`src/design/bank_mem_pkg.sv`:
```
package bank_mem_pkg;

	localparam int num_banks        = 4;   // Word interleaved on addr[2:1]
	localparam int bank_busy_cycles = 4;   // Bank blocked after each access
	localparam int read_latency     = 2;   // Strobe to rvalid
	localparam int mem_addr_w       = 16;  // Byte address into memory

	typedef logic [15:0] word_t;

endpackage

```
`src/design/cache_geom_pkg.sv`:
```
package cache_geom_pkg;

	localparam int tag_w    = 5;                           // Upper address bits
	localparam int index_w  = 8;                           // 256 lines
	localparam int offset_w = 3;                           // Byte within a 4-word line
	localparam int addr_w   = tag_w + index_w + offset_w;  // 16-bit byte address

	// One tag RAM entry per line
	typedef struct packed {
		logic [tag_w-1:0] tag;
		logic             valid;
		logic             dirty;                           // Line differs from memory
	} tag_entry_t;

	typedef enum logic [2:0] {
		st_idle,                                           // Wait for a legal request
		st_compare,                                        // Tag lookup, hit completes here
		st_wb,                                             // Dirty victim to memory
		st_fill_issue,                                     // Read strobes for the new line
		st_fill_wait,                                      // Last words still in flight
		st_done                                            // Repeat compare, merge write
	} ctrl_state_t;

endpackage
```
`src/design/mem_port_if.sv`:
```
interface mem_port_if import bank_mem_pkg::*; ();

	logic [mem_addr_w-1:0] addr;
	word_t                 wdata;
	logic                  wr;     // Single-cycle strobe, held while stalled
	logic                  rd;

	word_t                 rdata;
	logic                  rvalid;
	logic [num_banks-1:0]  busy;
	logic                  stall;  // Strobe targets a busy bank

	modport ctrl (
		output addr, wdata, wr, rd,
		input  rdata, rvalid, busy, stall
	);

	modport mem (
		input  addr, wdata, wr, rd,
		output rdata, rvalid, busy, stall
	);

endinterface

```
`src/design/cache_port_if.sv`:
```
interface cache_port_if import cache_geom_pkg::*, bank_mem_pkg::*; ();

	logic [index_w-1:0]  index;
	logic [tag_w-1:0]    tag;
	logic [offset_w-2:0] word_sel;  // Word within the line
	word_t               wdata;
	logic                comp;      // Compare mode, else fill mode
	logic                write;
	logic                valid_in;  // Valid bit stored by a fill write

	logic                hit;
	logic                valid;
	logic                dirty;
	logic [tag_w-1:0]    tag_out;   // Tag currently held at index
	word_t               rdata;

	modport ctrl (
		output index, tag, word_sel, wdata, comp, write, valid_in,
		input  hit, valid, dirty, tag_out, rdata
	);

	modport array (
		input  index, tag, word_sel, wdata, comp, write, valid_in,
		output hit, valid, dirty, tag_out, rdata
	);

endinterface

```
`src/design/cache_ctrl.sv`:
```
module cache_ctrl import cache_geom_pkg::*, bank_mem_pkg::*; (
	input  logic              clk,
	input  logic              rst_n,
	input  logic [addr_w-1:0] addr,
	input  word_t             data_in,
	input  logic              rd,
	input  logic              wr,
	output word_t             data_out,
	output logic              done,
	output logic              stall,
	output logic              cache_hit,
	output logic              err,
	cache_port_if.ctrl        cport,
	mem_port_if.ctrl          mport
);

	localparam int sel_w = offset_w - 1;
	localparam logic [sel_w-1:0] last_word = '1;

	ctrl_state_t        state;
	ctrl_state_t        state_nxt;
	logic [sel_w-1:0]   issue_cnt;  // Memory strobes accepted
	logic [sel_w-1:0]   recv_cnt;   // Fill words written to the cache
	logic [tag_w-1:0]   req_tag;
	logic [index_w-1:0] req_index;
	logic               legal;
	logic               filling;
	logic               issue_ok;
	logic               recv_ok;

	assign req_tag   = addr[addr_w-1 -: tag_w];
	assign req_index = addr[offset_w +: index_w];

	assign err      = (rd & wr) | ((rd | wr) & addr[0]);  // Odd address or both strobes
	assign legal    = (rd ^ wr) & ~addr[0];
	assign stall    = legal & ~done;
	assign data_out = cport.rdata;

	assign cport.index = req_index;
	assign cport.tag   = req_tag;

	// Victim tag during write-back, request tag for the fill
	assign mport.addr  = {(state == st_wb) ? cport.tag_out : req_tag, req_index, issue_cnt, 1'b0};
	assign mport.wdata = cport.rdata;

	assign filling  = (state == st_fill_issue) || (state == st_fill_wait);
	assign issue_ok = (mport.rd | mport.wr) & ~mport.stall;
	assign recv_ok  = filling & mport.rvalid;

	always_comb begin
		state_nxt      = state;
		cport.word_sel = addr[offset_w-1:1];
		cport.wdata    = data_in;
		cport.comp     = 1'b0;
		cport.write    = 1'b0;
		cport.valid_in = 1'b0;
		mport.wr       = 1'b0;
		mport.rd       = 1'b0;
		done           = 1'b0;
		cache_hit      = 1'b0;

		// Returning fill words go straight into the line
		if (filling) begin
			cport.word_sel = recv_cnt;
			cport.wdata    = mport.rdata;
			cport.write    = mport.rvalid;
			cport.valid_in = recv_cnt == last_word;  // Line valid once complete
		end

		case (state)
			st_idle: begin
				if (legal) begin
					state_nxt = st_compare;
				end
			end
			st_compare: begin
				cport.comp  = 1'b1;
				cport.write = wr;
				if (cport.hit) begin
					done      = 1'b1;
					cache_hit = 1'b1;
					state_nxt = st_idle;
				end else if (cport.valid && cport.dirty) begin
					state_nxt = st_wb;
				end else begin
					state_nxt = st_fill_issue;
				end
			end
			st_wb: begin
				cport.word_sel = issue_cnt;  // Victim word to memory
				mport.wr       = 1'b1;
				if (issue_ok && issue_cnt == last_word) begin
					state_nxt = st_fill_issue;
				end
			end
			st_fill_issue: begin
				mport.rd = 1'b1;
				if (issue_ok && issue_cnt == last_word) begin
					state_nxt = st_fill_wait;
				end
			end
			st_fill_wait: begin
				if (recv_ok && recv_cnt == last_word) begin
					state_nxt = st_done;
				end
			end
			st_done: begin
				cport.comp  = 1'b1;
				cport.write = wr;  // Merge write data and set dirty
				done        = 1'b1;
				state_nxt   = st_idle;
			end
			default: begin
				state_nxt = st_idle;
			end
		endcase
	end

	always_ff @(posedge clk) begin
		if (!rst_n) begin
			state     <= st_idle;
			issue_cnt <= '0;
			recv_cnt  <= '0;
		end else begin
			state <= state_nxt;
			if (state == st_compare) begin
				issue_cnt <= '0;
				recv_cnt  <= '0;
			end else begin
				if (issue_ok) begin
					issue_cnt <= issue_cnt + 1'b1;
				end
				if (recv_ok) begin
					recv_cnt <= recv_cnt + 1'b1;
				end
			end
		end
	end

endmodule

```
`src/flat_wrapper.sv`:
```
// flat-port wrapper written by rule: the top's interface ports become plain ports
module cache_ctrl_flat import cache_geom_pkg::*, bank_mem_pkg::*;
  (clk, rst_n, addr, data_in, rd, wr, data_out, done, stall, cache_hit, err, cport_index, cport_tag, cport_word_sel, cport_wdata, cport_comp, cport_write, cport_valid_in, cport_hit, cport_valid, cport_dirty, cport_tag_out, cport_rdata, mport_addr, mport_wdata, mport_wr, mport_rd, mport_rdata, mport_rvalid, mport_busy, mport_stall);
  cache_port_if cport_i ();
  mem_port_if mport_i ();
  input  logic clk;
  input  logic rst_n;
  input  logic [addr_w-1:0] addr;
  input  word_t data_in;
  input  logic rd;
  input  logic wr;
  output word_t data_out;
  output logic done;
  output logic stall;
  output logic cache_hit;
  output logic err;
  output wire logic [$bits(cport_i.index)-1:0] cport_index;
  output wire logic [$bits(cport_i.tag)-1:0] cport_tag;
  output wire logic [$bits(cport_i.word_sel)-1:0] cport_word_sel;
  output wire logic [$bits(cport_i.wdata)-1:0] cport_wdata;
  output wire logic [$bits(cport_i.comp)-1:0] cport_comp;
  output wire logic [$bits(cport_i.write)-1:0] cport_write;
  output wire logic [$bits(cport_i.valid_in)-1:0] cport_valid_in;
  input wire logic [$bits(cport_i.hit)-1:0] cport_hit;
  input wire logic [$bits(cport_i.valid)-1:0] cport_valid;
  input wire logic [$bits(cport_i.dirty)-1:0] cport_dirty;
  input wire logic [$bits(cport_i.tag_out)-1:0] cport_tag_out;
  input wire logic [$bits(cport_i.rdata)-1:0] cport_rdata;
  output wire logic [$bits(mport_i.addr)-1:0] mport_addr;
  output wire logic [$bits(mport_i.wdata)-1:0] mport_wdata;
  output wire logic [$bits(mport_i.wr)-1:0] mport_wr;
  output wire logic [$bits(mport_i.rd)-1:0] mport_rd;
  input wire logic [$bits(mport_i.rdata)-1:0] mport_rdata;
  input wire logic [$bits(mport_i.rvalid)-1:0] mport_rvalid;
  input wire logic [$bits(mport_i.busy)-1:0] mport_busy;
  input wire logic [$bits(mport_i.stall)-1:0] mport_stall;
  assign cport_index = cport_i.index;
  assign cport_tag = cport_i.tag;
  assign cport_word_sel = cport_i.word_sel;
  assign cport_wdata = cport_i.wdata;
  assign cport_comp = cport_i.comp;
  assign cport_write = cport_i.write;
  assign cport_valid_in = cport_i.valid_in;
  assign cport_i.hit = cport_hit;
  assign cport_i.valid = cport_valid;
  assign cport_i.dirty = cport_dirty;
  assign cport_i.tag_out = cport_tag_out;
  assign cport_i.rdata = cport_rdata;
  assign mport_addr = mport_i.addr;
  assign mport_wdata = mport_i.wdata;
  assign mport_wr = mport_i.wr;
  assign mport_rd = mport_i.rd;
  assign mport_i.rdata = mport_rdata;
  assign mport_i.rvalid = mport_rvalid;
  assign mport_i.busy = mport_busy;
  assign mport_i.stall = mport_stall;
  cache_ctrl u_core (.clk(clk), .rst_n(rst_n), .addr(addr), .data_in(data_in), .rd(rd), .wr(wr), .data_out(data_out), .done(done), .stall(stall), .cache_hit(cache_hit), .err(err), .cport(cport_i), .mport(mport_i));
endmodule
```
`config.mk`:
```
export PLATFORM = sky130hd
export DESIGN_NAME = cache_ctrl_flat
export DESIGN_NICKNAME = d
export VERILOG_FILES = /design/src/design/bank_mem_pkg.sv /design/src/design/cache_geom_pkg.sv /design/src/design/mem_port_if.sv /design/src/design/cache_port_if.sv /design/src/design/cache_ctrl.sv /design/src/flat_wrapper.sv
export SDC_FILE = /design/constraint.sdc
export NUM_CORES = 1
export LEC_CHECK = 0
export BUFFER_PORTS_ARGS = -buffer_cell sky130_fd_sc_hd__buf_2
export CAP_MARGIN = 10
export CORE_AREA = 2 2 66 68
export CTS_BUF_LIST = sky130_fd_sc_hd__clkbuf_8
export DETAILED_ROUTE_END_ITERATION = 16
export DIE_AREA = 0 0 68 70
export HOLD_SLACK_MARGIN = 0.03
export PLACE_DENSITY = 0.94
export SLEW_MARGIN = 20
export SYNTH_ARGS = -nofsm -noshare
export SYNTH_HDL_FRONTEND = slang
export SYNTH_SLANG_ARGS = --single-unit
```
`constraint.sdc`:
```
create_clock -name clk -period 4.15 [get_ports clk]
set_input_delay 0.415 -clock clk [delete_from_list [all_inputs] [get_ports clk]]
set_output_delay 0.415 -clock clk [all_outputs]
set_load 0.005 [all_outputs]
```
== After elaboration in Yosys (flattened, before gate mapping) ==
Cells that the tools add are included.
Storage, ports and cells
  register bits: 7
  logic and storage cells: 58
Operators by class
  bitwise logic cells: 14
  reductions and logical operators: 8
  $add $sub $neg: 2
  eq/ne operators: 11
  mux-type cells: 20
Operator list (count)
  16-bit two-way mux: 1
  3-bit two-way mux: 5
  3-bit case mux with 5 select lines: 1
  1-bit two-way mux: 9
  1-bit AND: 6
  3-bit by 2-bit equality test with 1-bit output (second input constant): 2
  3-bit equality test (second input constant): 2
  2-bit inequality test (second input constant): 3
  5-bit two-way mux: 1
  2-bit by 1-bit adder with 2-bit output (second input constant): 2
  2-bit equality test (second input constant): 2
  2-bit two-way mux: 2
  1-bit inverter: 4
  4-bit AND reduction: 1
  2-bit OR reduction: 2
  3-bit by 1-bit equality test with 1-bit output (second input constant): 1
  1-bit logical AND: 3
  3-bit logical NOT: 1
  1-bit bitwise OR: 3
  2-bit by 1-bit inequality test with 1-bit output (second input constant): 1
  1-bit case mux with 2 select lines: 1
  1-bit logical OR: 1
  1-bit bitwise XOR: 1

== Depth between registers and ports, before layout ==
Gate-level depths: netlist (run 1).
  depth in word-level cells: 7
  gate-level depth with buffers: 5
  depth with buffers taken out: 5

== Worst setup path after synthesis (run 1) ==
Ideal clock, no wire load.
  kind: reg2out
  from: reg u_core.state[0]
  to: out cport_wdata[0]
  path slack: 2.309 ns
  data required time: 3.735 ns
  stages on the path, launching flop included: 6
  buffers on the path: 2
  data arrival time: 1.426 ns
  path through: dfxtp_1 > buf_6 > or3b_4 > and2_4 > buf_6 > mux2_4
Between the ends
  longest elaborated chain between the ends: 3
  elaborated cells between the ends (all ways): 4
  classes of those cells: eq/ne: 2; mux: 1; reduce/logical: 1
RTL lines
  start: declaration: line cache_ctrl.sv:20  | ctrl_state_t state;
  start signal: assignment: line cache_ctrl.sv:121  | state <= st_idle;
  start signal: assignment: line cache_ctrl.sv:125  | state <= state_nxt;
  3-bit by 2-bit equality test with 1-bit output / 3-bit equality test (equally long branches): line cache_ctrl.sv:46  | assign filling = (state == st_fill_issue) || (state == st_fill_wait);
  1-bit logical OR (*): line cache_ctrl.sv:46
  16-bit two-way mux (*): line cache_ctrl.sv:63  | if (filling) begin
  end: declaration: line flat_wrapper.sv:20  | output wire logic [$bits(cport_i.wdata)-1:0] cport_wdata;
Mark *: on every way between the ends. The rest lies on a longest branch, timed or not.

== Final worst setup path (run 1) ==
  from: reg u_core.state[2]
  to: out cport_wdata[12]
The elaborated chain is that of the path after synthesis.

==> metrics, run 1 <==
Post-synth EDFFs 0; dominant cells by area after synthesis buf_4 (32%), mux2_4 (19%), dfxtp_1 (11%), mux2_2 (4.4%), ha_1 (3.9%); worst vdd ir 0.183 mV; Seq/Total Area, Yosys 10.9%; H-tree levels 1; placed insts 234; cts hold-fix bufs 0; slew margin rel. 64.2%; flip-flop and latch area 140 sq um; DRT iter0 DRCs 13; largest net degree at the start of global routing 21; cts bufs inserted 3; Async SR Flop Fraction 0%; final WL 2730 microns; initial antenna violation count 0; Final Hold Viols 0; root buf cell clkbuf_8; full die area 4760 sq um; Area Growth Syn to Fin 9.27%; Mapped Area 1280 sq um; placed instance area 1360 sq um; Mapped Nets 236; Site Rows 24; routed via count 1082; leak pwr 0.800 nW; core footprint 4140 sq um; layout cells sized above 1 64.5%; die height 70 microns; Non-Filler Instances 238; Ys Warns 0; measured slew at the worst slew-check pin 0.534 ns; final setup fails 0; CP Capture Type output pin; Synth top area share 31.6%; Synth Instances 150; multi-input logic area 657 sq um; register clock-pin slew on the reported worst setup and hold paths 0.04 ns; Slew Limit Fails 0; Synth Flop Type dfxtp_1; Startpoint Class flip-flop; DP HPWL 2290 microns; # fillers 432; post-DR vias/cell 4.55; Crit-path slowest cell dfxtp_1; GP Congestion 0.806; PD cells 198 nW/um^2; cell taking the most area after synthesis buf_4; DRC viols 0; Yosys reg bits 7; IO Port Bufs 92; Period minus WS final 2.39 ns; remaining antenna violation count after routing 0; post-CTS setup buffer count 0; RSZ-0062 raised after global routing no; antenna diode count 0; outcome finished, final reports clean; worst hold slack 0.487 ns; Max Clock Skew 0.000576 ns; Distinct cells, synth 35; Largest stage delay, worst path 0.54 ns; CP Class flip-flop to output pin; Design Area, Final 1400 sq um; critical path arrival 1.98 ns; Crit Path Max Fanout 20; num ports 170; vias in the first global route 984; deepest clock path buffer count 2; global route overflow 0; CTS resizes 0; wire per inst 11.5 microns; Pre-antenna DRT Iters 4; CTS tree done; Cell Chain, Critical Path or3b_4 > and2_4 > mux2_4 > buf_2; initial core utilization 30.9%; nets@finish 273; Critical Path RT 3.73 ns; setup TNS 0 ns; max-cap viol count 0; # clock sinks 7; fin crit share 57.7%; first-pass GRT wire length 4000 microns; FMAX 418 MHz; die width 68 microns; Syn Area/Cell 8.55 sq um; worst hold-check path type input port to flip-flop; clock insertion delay at the later pin of the skew report 0.23 ns; Power Total 277 uW; All-Layer GR Usage 10.4%
==> path summary, 6_finish.rpt <==
kind                           start            endpoint  slack (ns)  cells past startpoint
setup reg to reg     u_core.state[2]  u_core.recv_cnt[0]        2.58                      3
hold / removal          mport_rvalid     u_core.state[0]        0.49                      3
hold reg to reg   u_core.recv_cnt[1]  u_core.recv_cnt[1]        0.49                      2
setup / recovery     u_core.state[2]     cport_wdata[12]        1.76                      4
==> layer usage <==
metal,GRT usage [%],up-vias,wire length [microns]
met2,17.8,56,1410
li1,-,520,-
met4,3.11,0,55
met1,11.7,495,982
met3,4.03,11,288
met5,0,-,0
==> per-stage QoR <==
stage	utilization, %	worst slack, ns
finish	33.8	1.76
global route	33.8	1.67
CTS	33.8	1.76
detailed placement	32.7	2.00
global placement	32.7	2.02
floorplan	-	2.31
==> cell type report <==
| class | instances | area share, % |
|---|---|---|
| Tap cell | 52 | 4.64 |
| Inverter | 9 | 2.41 |
| Sequential cell | 7 | 10.0 |
| Clock inverter | 1 | 0.268 |
| Clock buffer | 3 | 2.95 |
| Timing Repair Buffer | 92 | 32.9 |
| Multi-Input combinational cell | 74 | 46.9 |
==> synth_stat cells, types with 3 or more instances <==
master    n
dfxtp_1   7
buf_4    54
nor2_1    4
nand3_1   7
nand2_1   6
nor3b_1   4
inv_1     9
ha_1      4
mux2_2    5
buf_6     3
mux2_4   16
==> worst max-delay path, delay by kind of cell (launching register included) <==
kind,cells,cell delay (ns)
and+or+nand+nor,2,0.75
DFF,1,0.54
muxes,1,0.33
buffers and inverters,1,0.13
==> cells in the final DEF (no fill, tap or decap) <==
master / netlist / layout
nand3b_1: 2 / 2
a211oi_1: 1 / 1
a22oi_1: 1 / 1
nor3b_2: 1 / 1
mux2_2: 5 / 5
o21ai_0: 1 / 1
conb_1: 1 / 1
xnor2_1: 1 / 1
a31oi_1: 1 / 1
ha_1: 4 / 4
or3b_2: 1 / 1
mux2_4: 16 / 16
mux2i_1: 2 / 2
nand3_1: 7 / 7
nor3b_1: 4 / 4
nor3_1: 1 / 1
o31ai_1: 1 / 1
and2_4: 1 / 1
buf_2: 1 / 92
nand2b_1: 2 / 2
a21boi_0: 1 / 1
nor2_1: 4 / 4
a21o_1: 1 / 1
dfxtp_1: 7 / 7
a21oi_1: 2 / 2
o211ai_1: 2 / 2
clkbuf_8: 0 / 3
a2111oi_0: 1 / 1
or3b_4: 1 / 1
inv_1: 9 / 10
nor2b_1: 2 / 2
nand2_1: 6 / 6
o22ai_1: 1 / 1
==> where the power goes <==
group / switching [mW] / leakage (nW) / internal (mW)
clock: 0.0301 / 0.0269 / 0.0640
combinational: 0.0418 / 0.717 / 0.0650
sequential: 0.00566 / 0.0567 / 0.0705
==> state kept, by name (all words and copies together) (netlist names) <==
signal / flops
u_core.state: 3
u_core.issue_cnt: 2
u_core.recv_cnt: 2
==> cell families (layout without fill, tap and decap cells) <==
group	after synthesis	in the layout	share of synthesized area, %
compound gates	13	13	6.93
xor+xnor	1	1	0.683
fa+ha+maj	4	4	3.90
buf+inv	69	105	37.9
flops	7	7	10.9
mux	23	23	24.7
other cells	1	1	0.292
simple gates	32	32	14.7
Power figures use the tool's default switching activity.
==> run 2: changes to the inputs <==
--- a/config.mk
+++ b/config.mk
@@ -7,12 +7,12 @@
 export LEC_CHECK = 0
 export BUFFER_PORTS_ARGS = -buffer_cell sky130_fd_sc_hd__buf_2
 export CAP_MARGIN = 10
-export CORE_AREA = 2 2 66 68
+export CORE_AREA = 2 2 70 72
 export CTS_BUF_LIST = sky130_fd_sc_hd__clkbuf_8
 export DETAILED_ROUTE_END_ITERATION = 16
-export DIE_AREA = 0 0 68 70
+export DIE_AREA = 0 0 72 74
 export HOLD_SLACK_MARGIN = 0.03
-export PLACE_DENSITY = 0.94
+export PLACE_DENSITY = 0.88
 export SLEW_MARGIN = 20
 export SYNTH_ARGS = -nofsm -noshare
 export SYNTH_HDL_FRONTEND = slang
==> constraint.sdc (replaced) <==
create_clock -name clk -period 2.2 [get_ports clk]
set_input_delay 0.22 -clock clk [delete_from_list [all_inputs] [get_ports clk]]
set_output_delay 0.22 -clock clk [all_outputs]
set_load 0.005 [all_outputs]
==> run 2 against run 1 <==
  * Via count fell by 1.2%
  * Sequential power rose by 89%
  * Global-route usage fell by 1.7 points
  * Register-to-register slack got worse by 1.9 ns
  * Total power rose by 87%
  * Final area rose by 0.71%
  * Flip-flop and latch count did not move
==> metrics, run 2 (same netlist as run 1, synthesis figures left out) <==
Sw Ratio 27.6% (-0.44 points); NetSw 143 uW (+84%); remaining antenna violation count after routing 0 (unchanged); deepest clock path buffer count 2 (unchanged); Power Total 519 uW (+87%); Biggest register u_core.state; max reg flops 3 (unchanged); final setup fails 0 (unchanged); critical path arrival 1.85 ns (-0.13 ns); All-Layer GR Usage 8.75% (-1.7 points); clock share of power 33.3% (-0.7 points); # fillers 483 (+12%); final WL 2750 microns (+0.66%); measured slew at the worst slew-check pin 0.536 ns (+0.00169 ns); die width 72 microns (+5.9%); full die area 5330 sq um (+12%); RSZ-0062 raised after global routing no; post-CTS setup buffer count 0 (unchanged); CTS tree done; DP HPWL 2300 microns (+0.20%); Area Growth Syn to Fin 10.0%; Max Clock Skew 0.00187 ns (+0.00129 ns); setup TNS 0 ns (unchanged); max-cap viol count 0 (unchanged); layout cells sized above 1 64.7% (+0.19 points); Crit Path Max Fanout 20 (unchanged); slew margin rel. 64.1% (-0.11 points); die height 74 microns (+5.7%); Site Rows 25 (+4.2%); CP Class flip-flop to output pin; IO Port Bufs 92 (unchanged); register clock-pin slew on the reported worst setup and hold paths 0.04 ns (about the same); Post-Route Utilization 30.7% (-3.1 points); most frequent cells in the layout buf_2 (92), mux2_4 (16), inv_1 (10); worst vdd ir 0.209 mV (+14%); fin crit share 93.9%; post-DR vias/cell 4.44 (-2.4%); Final Hold Viols 0 (unchanged); Slew Limit Fails 0 (unchanged); PD cells 368 nW/um^2 (+86%); worst hold-check path type input port to flip-flop; CP Capture Type output pin; global route overflow 0 (unchanged); outcome finished, final reports clean; CTS resizes 0 (unchanged); leak pwr 0.806 nW (+0.68%); Pre-antenna DRT Iters 5 (+1); # clock sinks 7 (unchanged); Critical Path RT 1.98 ns (-1.75 ns); Startpoint Class flip-flop; initial antenna violation count 0 (unchanged); core footprint 4600 sq um (+11%); Gate power share 39.0% (+0.5 points); most common cell after layout, fill and taps aside buf_2; nets@finish 274 (+0.37%); vias in the first global route 893 (-9.2%); Internal 376 uW (+89%); antenna diode count 0 (unchanged); biggest regs u_core.state x3, u_core.issue_cnt x2, u_core.recv_cnt x2; register share of total power 27.7% (+0.2 points); cts hold-fix bufs 0 (unchanged); root buf cell clkbuf_8; Final Worst Setup Slack 0.134 ns (-1.62 ns); initial core utilization 27.9% (-3.1 points); routed via count 1069 (-1.2%); DRC viols 0 (unchanged); wire per inst 11.4 microns (-0.59%); Period minus WS final 2.07 ns; largest net degree at the start of global routing 21 (unchanged); GP Congestion 0.741 (-8.0%); num ports 170 (unchanged); DRT iter0 DRCs 15 (+2); cts bufs inserted 3 (unchanged); clock insertion delay at the later pin of the skew report 0.22 ns (about the same); FMAX 484 MHz; Post-Place Worst Slack 0.371 ns (-1.63 ns); H-tree levels 1 (unchanged); first-pass GRT wire length 3720 microns (-6.9%)
[run 2: worst paths after layout]
| path | start | cells past startpoint | to | slack, ns |
|---|---|---|---|---|
| worst max-delay path | u_core.state[2] | 4 | cport_wdata[10] | 0.13 |
| worst min-delay path | mport_rvalid | 3 | u_core.state[0] | 0.30 |
| worst max register to register | u_core.state[2] | 3 | u_core.recv_cnt[0] | 0.72 |
| worst min register to register | u_core.recv_cnt[1] | 2 | u_core.recv_cnt[1] | 0.49 |
[run 2: area by class of cell]
cell class	instances	area, sq um	share of cell area (%)
Multi-Input combinational cell	74	657	46.5
Timing Repair Buffer	93	468	33.2
Sequential cell	7	140	9.93
Tap cell	54	67.6	4.79
Clock buffer	3	41.3	2.93
Inverter	9	33.8	2.39
Clock inverter	1	3.75	0.266
[run 2: per-layer routing]
metal	vias up	global-route usage [%]	share of wire, %
li1	524	-	-
met1	479	9.37	38
met2	62	15.8	51
met3	4	2.57	10
met4	0	4.19	0.98
met5	-	0	0
[run 2: stage by stage]
stage	std cells	instance area, sq um	hold WS [ns]
floorplan	150	1280	0.354
global placement	237	1370	0.440
detailed placement	237	1370	0.440
CTS	241	1410	0.299
global route	241	1410	0.323
finish	241	1410	0.299
[run 2: power by group through the flow]
| stage | registers [mW] | logic [mW] | clock network, mW |
|---|---|---|---|
| floorplan | 0.138 | 0.195 | 0 |
| global placement | 0.145 | 0.200 | 0 |
| detailed placement | 0.145 | 0.204 | 0 |
| CTS | 0.144 | 0.205 | 0.177 |
| global route | 0.146 | 0.224 | 0.187 |
| finish | 0.144 | 0.202 | 0.173 |
[run 2: worst max-delay path, stage by stage (launching register included)]
cell,delay (ns)
dfxtp_1,0.43
or3b_4,0.44
and2_4,0.29
mux2_4,0.33
buf_2,0.12
==> run 3: changes to the inputs <==
--- a/config.mk
+++ b/config.mk
@@ -7,12 +7,14 @@
 export LEC_CHECK = 0
 export BUFFER_PORTS_ARGS = -buffer_cell sky130_fd_sc_hd__buf_2
 export CAP_MARGIN = 10
-export CORE_AREA = 2 2 70 72
+export CELL_PAD_IN_SITES_DETAIL_PLACEMENT = 0
+export CELL_PAD_IN_SITES_GLOBAL_PLACEMENT = 1
+export CORE_AREA = 2 2 88 90
 export CTS_BUF_LIST = sky130_fd_sc_hd__clkbuf_8
 export DETAILED_ROUTE_END_ITERATION = 16
-export DIE_AREA = 0 0 72 74
+export DIE_AREA = 0 0 90 92
 export HOLD_SLACK_MARGIN = 0.03
-export PLACE_DENSITY = 0.88
+export PLACE_DENSITY = 0.89
 export SLEW_MARGIN = 20
 export SYNTH_ARGS = -nofsm -noshare
 export SYNTH_HDL_FRONTEND = slang
==> run 3 against run 2 <==
  * Flip-flop and latch count stayed put
  * Via count is 0.47% lower
  * Final area up 4.3%
  * Wire length is 10% higher
  * First-iteration DRC count up 110%
  * Utilization fell by 11 points
  * Count of clock-buffer cells in the layout is the same
  * Critical path type unchanged
  * Largest power group unchanged
==> metrics, run 3 (same netlist as run 1, synthesis figures left out) <==
PD cells 356 nW/um^2 (-3.1%); R2R Path Start u_core.state[2]; All-Layer GR Usage 6.90% (-1.8 points); critical path arrival 1.83 ns (-0.02 ns); worst vdd ir 0.137 mV (-35%); Area Growth Syn to Fin 14.7%; deepest clock path buffer count 2 (unchanged); die width 90 microns (+25%); DRT iter0 DRCs 32 (+17); Final Worst Setup Slack 0.154 ns (+0.0194 ns); Worst Hold Path EP u_core.state[0]; post-DR vias/cell 3.68 (-17%); DP HPWL 2640 microns (+15%); CP Capture Type output pin; outcome finished, final reports clean; cts bufs inserted 3 (unchanged); reg-to-reg endpoint u_core.recv_cnt[1]; # clock sinks 7 (unchanged); placed instance area 1430 sq um (+4.4%); wire per inst 10.5 microns (-8.2%); register clock-pin slew on the reported worst setup and hold paths 0.04 ns (about the same); worst hold path cell count 3 (unchanged); nets@finish 274 (unchanged); routed via count 1064 (-0.47%); final setup fails 0 (unchanged); H-tree levels 1 (unchanged); full die area 8280 sq um (+55%); Critical Path RT 1.98 ns (about the same); Biggest register u_core.state; Worst R2R Setup Slack 0.77 ns (+0.05 ns); leak pwr 0.806 nW (unchanged); Max Clock Skew 0.000545 ns (-0.00132 ns); RSZ-0062 raised after global routing no; max-cap viol count 0 (unchanged); clock insertion delay at the later pin of the skew report 0.22 ns (about the same); CTS tree done; CP Class flip-flop to output pin; placed insts 285 (+20%); num ports 170 (unchanged); Slew Limit Fails 0 (unchanged); initial antenna violation count 0 (unchanged); DRC viols 0 (unchanged); Worst Min Path Start mport_rvalid; Period minus WS final 2.05 ns (-0.0194 ns); IO Port Bufs 92 (unchanged); biggest regs u_core.state x3, u_core.issue_cnt x2, u_core.recv_cnt x2; Pre-antenna DRT Iters 3 (-2); vias in the first global route 1054 (+18%); layout cells sized above 1 64.7% (unchanged); FMAX 489 MHz (+0.95%); global route overflow 0 (unchanged); initial core utilization 17.2% (-11 points); Critical Path Start u_core.state[1]; measured slew at the worst slew-check pin 0.614 ns (+0.0782 ns); slew margin rel. 58.9% (-5.2 points); Startpoint Class flip-flop; post-CTS setup buffer count 0 (unchanged); setup TNS 0 ns (unchanged); Final Hold Viols 0 (unchanged); antenna diode count 0 (unchanged); core footprint 7450 sq um (+62%); most common cell after layout, fill and taps aside buf_2; Crit Path Max Fanout 11 (-45%); final WL 3030 microns (+10%); fin crit share 93.0% (-0.88 points); most frequent cells in the layout buf_2 (92), mux2_4 (16), inv_1 (10); largest net degree at the start of global routing 21 (unchanged); remaining antenna violation count after routing 0 (unchanged); first-pass GRT wire length 4660 microns (+25%); CTS resizes 0 (unchanged); Non-Filler Instances 289 (+20%); worst r2r path cells 3 (unchanged); GP Congestion 0.734 (-0.94%); max reg flops 3 (unchanged); Design Area, Final 1470 sq um (+4.3%); Post-Place Worst Slack 0.377 ns (+0.00628 ns); die height 92 microns (+24%); # fillers 868 (+80%); Site Rows 32 (+28%); cts hold-fix bufs 0 (unchanged); root buf cell clkbuf_8; worst hold-check path type input port to flip-flop
==> run 3: worst max-delay path by stage <==
stage,endpoint,slack (ns),depth (start not counted)
final,mport_addr[13],0.15,3
after global routing,mport_addr[11],0.02,3
after global placement,cport_wdata[0],0.39,4
after CTS,cport_wdata[2],0.14,4
after floorplan,cport_wdata[0],0.55,5
after detailed placement,cport_wdata[2],0.38,4
==> run 3: critical path, stage by stage (launching register included) <==
cell,delay [ns]
dfxtp_1,0.49
nor3b_2,0.59
mux2_2,0.40
buf_2,0.12
==> run 3: final cells by class <==
| class | instances | area [sq um] | share of cell area [%] |
|---|---|---|---|
| Clock buffer | 3 | 41.3 | 2.81 |
| Clock inverter | 1 | 3.75 | 0.255 |
| Inverter | 9 | 33.8 | 2.30 |
| Multi-Input combinational cell | 74 | 657 | 44.6 |
| Sequential cell | 7 | 140 | 9.52 |
| Tap cell | 102 | 128 | 8.67 |
| Timing Repair Buffer | 93 | 468 | 31.8 |
==> run 3: layer usage <==
metal  share of wire [%]  GRT usage [%]
met2                  51           12.7
met1                  38           7.12
met3                  11           3.20
met5                   0              0
met4                0.56           1.67
==> run 3: power by group <==
part           internal (mW)  switching, mW  total (mW)  leakage (nW)
clock network          0.120         0.0532       0.174        0.0269
registers              0.133         0.0110       0.144        0.0567
logic                  0.123         0.0839       0.207         0.722
==> run 3: stage by stage <==
stage	utilization, %	hold slack (ns)	total power, mW
floorplan	-	0.354	0.332
global placement	19.2	0.440	0.351
detailed placement	19.2	0.440	0.356
CTS	19.8	0.304	0.531
global route	19.8	0.328	0.559
finish	19.8	0.298	0.525
